--- src/shift_pkg.sv ---
package shift_pkg;

   ////////////////////////////////////////////////////////////
   // Widths
   ////////////////////////////////////////////////////////////

   localparam int word_width   = 32; // Operand and result.
   localparam int amount_width = 6;  // Signed shift amount.

   ////////////////////////////////////////////////////////////
   // Vector types
   ////////////////////////////////////////////////////////////

   // Operand and result word.
   typedef logic [word_width-1:0] word_t;

   // Shift amount, two's complement.
   // Positive shifts left, negative shifts right.
   typedef logic [amount_width-1:0] amount_t;

   ////////////////////////////////////////////////////////////
   // Control states
   ////////////////////////////////////////////////////////////

   // Idle tracks the inputs, running shifts one place per clock,
   // last holds the result until ready drops.
   typedef enum logic [1:0]
   {
      idle    = 2'b00,
      running = 2'b01,
      last    = 2'b10
   } shift_state_t;

endpackage
--- src/shift_ctrl_if.sv ---
`timescale 1ns/1ps

interface shift_ctrl_if;

   logic load;       // Idle cycle, registers take the inputs.
   logic step;       // Running cycle, one shift.
   logic left;       // Direction latched at load.
   logic final_step; // This step is the last one.

   // State machine issues the strobes and watches for the end.
   modport fsm
   (
      output load,
      output step,
      input  final_step
   );

   // Counter owns the direction and the end condition.
   modport counter
   (
      input  load,
      input  step,
      output left,
      output final_step
   );

   // Datapath only follows the strobes and direction.
   modport datapath
   (
      input load,
      input step,
      input left
   );

endinterface

--- src/shift_unit.sv ---
`timescale 1ns/1ps

module shift_unit
(
   input  logic               clk,
   input  logic               reset,
   input  logic               ready,
   input  shift_pkg::word_t   in,
   input  shift_pkg::amount_t shift,
   output logic               done,
   output shift_pkg::word_t   out,
   output logic               last_bit,
   output logic               sign_change16,
   output logic               sign_change32
);

   logic amount_zero; // Zero shift, straight to last.

   ////////////////////////////////////////////////////////////
   // Step control shared by the three blocks
   ////////////////////////////////////////////////////////////

   shift_ctrl_if ctrl ();

   ////////////////////////////////////////////////////////////
   // Blocks
   ////////////////////////////////////////////////////////////

   shift_fsm shift_fsm_i
   (
      .clk         (clk),
      .reset       (reset),
      .ready       (ready),
      .amount_zero (amount_zero),
      .ctrl        (ctrl.fsm),
      .done        (done)
   );

   shift_counter shift_counter_i
   (
      .clk         (clk),
      .reset       (reset),
      .amount      (shift),
      .ctrl        (ctrl.counter),
      .amount_zero (amount_zero)
   );

   // Result and flags come straight from the datapath registers.
   shift_datapath shift_datapath_i
   (
      .clk           (clk),
      .reset         (reset),
      .operand       (in),
      .ctrl          (ctrl.datapath),
      .result        (out),
      .last_bit      (last_bit),
      .sign_change16 (sign_change16),
      .sign_change32 (sign_change32)
   );

endmodule

--- src/shift_datapath.sv ---
`timescale 1ns/1ps

module shift_datapath
(
   input  logic             clk,
   input  logic             reset,
   input  shift_pkg::word_t operand,
   shift_ctrl_if.datapath   ctrl,
   output shift_pkg::word_t result,
   output logic             last_bit,
   output logic             sign_change16,
   output logic             sign_change32
);

   import shift_pkg::*;

   localparam int half_msb = word_width / 2 - 1; // Bit 15.

   logic  sign;          // Operand sign, fill for right shifts.
   logic  differ16;
   logic  differ32;
   word_t shifted_left;
   word_t shifted_right;

   ////////////////////////////////////////////////////////////
   // Next values
   ////////////////////////////////////////////////////////////

   // Sign change seen by the coming left step.
   assign differ16 = result[half_msb] ^ result[half_msb-1];
   assign differ32 = result[word_width-1] ^ result[word_width-2];

   assign shifted_left  = {result[word_width-2:0], 1'b0};
   assign shifted_right = {sign, result[word_width-1:1]};

   ////////////////////////////////////////////////////////////
   // Sign capture
   ////////////////////////////////////////////////////////////

   always_ff @(posedge clk)
   begin
      if (ctrl.load)
      begin
         sign <= operand[word_width-1];
      end
   end

   ////////////////////////////////////////////////////////////
   // Result, last bit and sticky flags
   ////////////////////////////////////////////////////////////

   always_ff @(posedge clk)
   begin
      if (reset)
      begin
         result        <= '0;
         last_bit      <= 1'b0;
         sign_change16 <= 1'b0;
         sign_change32 <= 1'b0;
      end
      else if (ctrl.load)
      begin
         result        <= operand; // Zero shift leaves it here.
         last_bit      <= 1'b0;
         sign_change16 <= 1'b0;
         sign_change32 <= 1'b0;
      end
      else if (ctrl.step)
      begin
         if (ctrl.left)
         begin
            result   <= shifted_left;
            last_bit <= result[word_width-1];

            // Sticky until the next load.
            if (differ16)
            begin
               sign_change16 <= 1'b1;
            end
            if (differ32)
            begin
               sign_change32 <= 1'b1;
            end
         end
         else
         begin
            result   <= shifted_right; // Arithmetic, flags untouched.
            last_bit <= result[0];
         end
      end
   end

endmodule

--- src/shift_counter.sv ---
`timescale 1ns/1ps

module shift_counter
(
   input  logic               clk,
   input  logic               reset,
   input  shift_pkg::amount_t amount,
   shift_ctrl_if.counter      ctrl,
   output logic               amount_zero
);

   import shift_pkg::*;

   amount_t count; // Remaining places, signed.

   ////////////////////////////////////////////////////////////
   // Count and direction
   ////////////////////////////////////////////////////////////

   always_ff @(posedge clk)
   begin
      if (reset)
      begin
         count     <= '0;
         ctrl.left <= 1'b0;
      end
      else if (ctrl.load)
      begin
         count     <= amount;
         ctrl.left <= ~amount[amount_width-1]; // Sign clear means left.
      end
      else if (ctrl.step)
      begin
         // Walk toward zero from either side.
         if (ctrl.left)
         begin
            count <= count - amount_t'(1);
         end
         else
         begin
            count <= count + amount_t'(1);
         end
      end
   end

   ////////////////////////////////////////////////////////////
   // End detection
   ////////////////////////////////////////////////////////////

   // One place left to go: +1 on a left shift, -1 (all ones) on a right.
   always_comb
   begin
      if (ctrl.left)
      begin
         ctrl.final_step = (count == amount_t'(1));
      end
      else
      begin
         ctrl.final_step = (count == {amount_width{1'b1}});
      end
   end

   assign amount_zero = (amount == '0); // Taken from the live input.

endmodule

--- src/shift_fsm.sv ---
`timescale 1ns/1ps

module shift_fsm
(
   input  logic         clk,
   input  logic         reset,
   input  logic         ready,
   input  logic         amount_zero,
   shift_ctrl_if.fsm    ctrl,
   output logic         done
);

   import shift_pkg::*;

   shift_state_t state;
   shift_state_t next_state;

   ////////////////////////////////////////////////////////////
   // Next state
   ////////////////////////////////////////////////////////////

   always_comb
   begin
      next_state = state;
      case (state)
         idle:
         begin
            if (ready)
            begin
               // A zero shift has nothing to do.
               next_state = amount_zero ? last : running;
            end
         end
         running:
         begin
            if (ctrl.final_step)
            begin
               next_state = last;
            end
         end
         last:
         begin
            if (!ready)
            begin
               next_state = idle; // Requester let go.
            end
         end
         default:
         begin
            next_state = idle;
         end
      endcase
   end

   ////////////////////////////////////////////////////////////
   // State and done registers
   ////////////////////////////////////////////////////////////

   always_ff @(posedge clk)
   begin
      if (reset)
      begin
         state <= idle;
         done  <= 1'b0;
      end
      else
      begin
         state <= next_state;
         done  <= (next_state == last); // Mirrors the last state.
      end
   end

   // Strobes decode straight from the state.
   assign ctrl.load = (state == idle);
   assign ctrl.step = (state == running);

endmodule

--- config.mk ---
export PLATFORM = sky130hd
export DESIGN_NAME = shift_unit
export DESIGN_NICKNAME = d
export VERILOG_FILES = /design/src/shift_pkg.sv /design/src/shift_ctrl_if.sv /design/src/shift_unit.sv /design/src/shift_datapath.sv /design/src/shift_counter.sv /design/src/shift_fsm.sv
export SDC_FILE = /design/constraint.sdc
export NUM_CORES = 1
export LEC_CHECK = 0
export BUFFER_PORTS_ARGS = -buffer_cell sky130_fd_sc_hd__clkbuf_2
export CAP_MARGIN = 20
export CORE_MARGIN = 2
export CORE_UTILIZATION = 51
export DETAILED_ROUTE_END_ITERATION = 16
export PLACE_DENSITY = 0.81
export SLEW_MARGIN = 25
export SYNTH_ARGS = -nofsm -noshare
export SYNTH_HDL_FRONTEND = slang
export SYNTH_SLANG_ARGS = --single-unit
--- constraint.sdc ---
create_clock -name clk -period 1.6 [get_ports clk]
set_input_delay 0.16 -clock clk [delete_from_list [all_inputs] [get_ports clk]]
set_output_delay 0.16 -clock clk [all_outputs]
set_load 0.005 [all_outputs]
; After elaboration in Yosys (flattened, before gate mapping)
; Cells that the tools add are included.
[word_totals]
out_inout_bits = 36
ff_bits = 46
inputBits = 41
wordCells = 38
[classes]
add_sub_neg = 2
reduce_logical = 6
n_eq_ne = 5
n_bitwise = 3
n_mux = 13
[ops]
columns = cell, n
row1 = 2-to-1 mux 32 bit, 3
row2 = 2-to-1 mux 6 bit, 3
row3 = 2-to-1 mux 2 bit, 4
row4 = "adder 6 x 1 -> 6 bit, second input constant", 1
row5 = "equality test 6 x 1 -> 1 bit, second input constant", 1
row6 = "equality test 6 bit, second input constant", 1
row7 = zero test 6 bit, 1
row8 = one-hot mux 2 bit (3 select lines), 1
row9 = AND reduction 3 bit, 2
row10 = "subtractor 6 x 1 -> 6 bit, second input constant", 1
row11 = "equality test 2 bit, second input constant", 2
row12 = "equality test 2 x 1 -> 1 bit, second input constant", 1
row13 = zero test 2 bit, 1
row14 = 2-to-1 mux 1 bit, 2
row15 = nonzero test 2 bit, 1
row16 = OR reduction 2 bit, 1
row17 = bitwise XOR 1 bit, 2
row18 = NOT 1 bit, 1

; Depth between registers and ports, before layout
[depth]
word_depth = 5
depth_mapped = 7
mapped_depth_nobuf = 6

; Cells and area by module
; A second synthesis with hierarchy kept.
[hier_totals]
hier_cells = 283
hier_area_um2 = 2718.9
[modules_own_cells]
columns = mod, seq_area_each_um2, cells_each, n_inst, area_per_inst_um2
row1 = shift_datapath, 730.7, 202, 1, 1990.7
row2 = shift_counter, 140.1, 67, 1, 603.1
row3 = shift_fsm, 60.1, 14, 1, 125.1

; Worst setup path before layout
; OpenSTA, ideal clock, no wires.
[synth_path]
path_kind = register -> register
from = register shift_counter_i.count[0]
to = register shift_counter_i.count[3]
n_path_buf = 0
path_stages_with_launch = 5
setup_time_ps = 70
slack_ps = 147
arrival_ps = 1383
synth_period_minus_slack_ps = 1453
required_ps = 1530
path_cell_list = dfxtp_1 > or4b_4 > a2111oi_2 > a41oi_1 > a21oi_1
[synth_via]
elab_chain_len = 4
elab_cells_between_ends = 5
cone_classes = 2 x add/sub / 3 x mux
[synth_lines]
columns = item, line
row1 = from (decl), shift_counter.sv:14  ; amount_t count;
row2 = from (signal assigned), shift_counter.sv:29  ; count <= amount;
row3 = from (signal assigned), shift_counter.sv:37  ; count <= count - amount_t'(1);
row4 = from (signal assigned), shift_counter.sv:41  ; count <= count + amount_t'(1);
row5 = adder 6 x 1 -> 6 bit or subtractor 6 x 1 -> 6 bit (tied branches), "shift_counter.sv:41, shift_counter.sv:37"
row6 = 2-to-1 mux 6 bit *, shift_counter.sv:35  ; if (ctrl.left)
row7 = 2-to-1 mux 6 bit *, shift_counter.sv:32  ; else if (ctrl.step)
row8 = 2-to-1 mux 6 bit *, shift_counter.sv:27  ; else if (ctrl.load)
; Mark *: on every way between the ends. The rest lies on a longest branch, timed or not. The select of a mux whose other input is x is not followed.
; A chain may end at the register's enable or synchronous reset.

; Final worst setup path
; Same ends and word-level chain as after synthesis.

==> run summary <==
Status: finished clean
Post-synthesis sequential area ratio: 36.4%
Worst path buffer plus inverter count: 0
Most common cell after layout, fill and taps aside: clkbuf_2
Overflow after GRT: 0
Multi-input logic area: 0.00145 sq mm
Crit path DAT: 1.78 ns
Clock Skew: 0.00459 ns
Die height: 74.8 um
Sw frac: 28.3%
CP max FO: 9
Setup Crit Path Kind: register to register
Clock share of power: 31.3%
Clock Sink Count: 46
Largest net degree at the start of global routing: 42
Via count: 2591
Area delta synth->final: 21.5%
Row cnt: 25
I/O pins: 77
Hold Path Depth: 1
Logic pwr share: 20.2%
Residual DRC count: 0
Cts hold-fix bufs: 0
Register area: 937 sq um
CTS tree: done
Post-route ant nets: 0
DR pass1 iterations: 4
Worst vdd ir: 477 uV
Clock Tree Buf Depth: 2
Postcts setup bufs: 0
First-pass GRT wire length: 10400 um
Placer Congestion: 0.876
Crit path depth: 4
CP required: 1.82 ns
Startpoint Class: register
Buffers added on ports: 76
Cells after Synth: 309
Max Cap Viol: 0
Commonest non-fill, non-tap cells in the layout: clkbuf_2, nor2_1, dfxtp_1
Slew Limit Headroom: 65.0%
Pwr dens: 888 mW/mm^2
Final wirelength: 6600 um
Antenna Cells: 0
Final Max Tran Viols: 0
Number of buffers created by CTS: 5
Reg2Reg Depth: 4
Clk Latency, worst-skew pair: 0.30 ns
Fin Hold WS: 0.0601 ns
Drt wl/cell: 14.9 um
Cell Int Power: 1.98 mW
Setup WS pre-CTS: 0.0640 ns
Syn_area_per_cell: 8.27 sq um
Register share of total power: 48.5%
Setup violators final: 0
Period utilization: 97.3%
Core area: 0.00479 sq mm
Non-Filler Instances: 444
Highest Clock Rate: 0.642 GHz
Die Width: 74.8 um
Synth Net Count: 353
P_sw: 0.781 mW
Starting density of the core: 53.4%
Vias in the first global route: 2226
Synthesized area: 0.00256 sq mm
Finished Cell Area: 0.00311 sq mm
Vias per cell: 5.84
Post-DP HPWL: 4580 um
Placed Instances: 436
PnR Total Power: 2.76 mW
Critical Path Max Stage Delay: 0.57 ns
Hold crit path type: input pin to register
Initial antenna violation count: 0
Layout fillers: 435
Util after Layout: 64.9%
Worst-Margin Slew: 0.525 ns
GRT Overall Usage: 23.9%
First-iteration detailed-routing DRC count: 186
Full die area: 0.00559 sq mm
Root buf cell: clkbuf_8
Post-place instance area: 0.00297 sq mm
H-tree depth: 2
Register bit total from synthesis: 46
Critical-path cell list: or4b_4 -> a2111oi_4 -> a41oi_1 -> a21oi_1
Layout cells sized above 1: 28.1%
CP top delay family: simple AND/OR/NAND/NOR gates
Tmin final: 1.56 ns
Critical path's slowest cell: or4b_4
Worst-path clk slew: 0.09 ns
Final net count: 420
Netlist cell types: 42
Yosys warns: 0
Min setup slack post-route: 0.0434 ns
Worst setup EP type: register
Setup TNS: 0 ns
Final Hold Vio Count: 0
Leakage: 1.30 nW
final timing paths:
kind | from | endpoint | slack [ns]
setup / recovery | shift_counter_i.count[0]$_SDFFE_PP0P_ | shift_counter_i.count[3]$_SDFFE_PP0P_ | 0.04
hold / removal | in[31] | shift_datapath_i.sign$_DFFE_PP_ | 0.06
setup reg to reg | shift_counter_i.count[0]$_SDFFE_PP0P_ | shift_counter_i.count[3]$_SDFFE_PP0P_ | 0.04
hold reg to reg | shift_datapath_i.last_bit$_SDFFE_PP0P_ | shift_datapath_i.last_bit$_SDFFE_PP0P_ | 0.52
cell usage after synthesis (all sizes together):
cell type  number  share of area, %
a2111oi         1              0.59
a211oi          1              0.29
a21boi          1              0.29
a21o            3              0.88
a21oi          38               7.4
a221oi         30                10
a22oi           4               1.2
a311oi          1              0.34
a31oi           3              0.73
a32oi           1              0.34
a41oi           1              0.34
and2            1              0.24
and4b           1              0.39
buf             8               1.9
clkbuf         22               5.2
dfxtp          45                35
edfxtp          1               1.2
ha              3               1.5
inv             4              0.59
mux2i           4               1.6
nand2           7               1.0
nand2b         30               7.3
nand3          14               2.7
nand3b         18               5.3
nand4b          2              0.69
nor2           44               6.6
nor2b           4              0.98
nor3            5              0.98
nor4            1              0.24
nor4b           1              0.34
o21ai           1              0.20
o21bai          1              0.29
o2bb2ai         1              0.34
o32ai           2              0.69
or3             1              0.24
or4b            1              0.54
xnor2           1              0.34
xor2            2              0.69
per-layer routing:
layer | global-route usage [%] | part of all wire [%]
met2 | 37.8 | 48
met1 | 32.2 | 43
met4 | 8.13 | 1.8
met3 | 5.89 | 7.1
met5 | 0 | 0
flip-flops by register name, summed over array words and instances (netlist names):
name,flops
shift_datapath_i.result,32
shift_counter_i.count,6
shift_fsm_i.state,2
shift_counter_i.ctrl.left,1
shift_datapath_i.last_bit,1
shift_datapath_i.sign,1
shift_datapath_i.sign_change16,1
shift_datapath_i.sign_change32,1
shift_fsm_i.done,1
area by class of cell:
| type | instances | area share (%) |
|---|---|---|
| clock inverter | 2 | 1.21 |
| sequential | 46 | 30.2 |
| inverter | 4 | 0.483 |
| clock buffer | 6 | 2.34 |
| timing repair buffer | 90 | 16.4 |
| multi-input combinational | 229 | 46.7 |
| tap | 67 | 2.70 |
timing repair:
| item | 4_1_cts | 5_1_grt |
|---|---|---|
| endpoints found under the hold margin | 0 | 0 |
| setup endpoints to repair | 0 | 7 |
| resized for setup | 0 | 5 |
cells by family (layout without fill, tap and decap cells):
logic type | after synthesis | in the layout | synth area share (%)
and+or+nand+nor | 130 | 130 | 27.6
AOI/OAI and AO/OA | 89 | 89 | 24.2
DFF | 46 | 46 | 36.4
buffers and inverters | 34 | 102 | 7.68
muxes | 4 | 4 | 1.57
adders and majority gates | 3 | 3 | 1.47
xor gates and xnor gates | 3 | 3 | 1.03
power by group through the flow:
stage	sequential [mW]	combinational (mW)	clock, mW
after floorplan	1.34	0.357	0
final	1.34	0.558	0.863
after global routing	1.35	0.623	0.930
after detailed placement	1.36	0.550	0
after global placement	1.35	0.536	0
after CTS	1.33	0.554	0.879
Power figures use the tool's default switching activity.
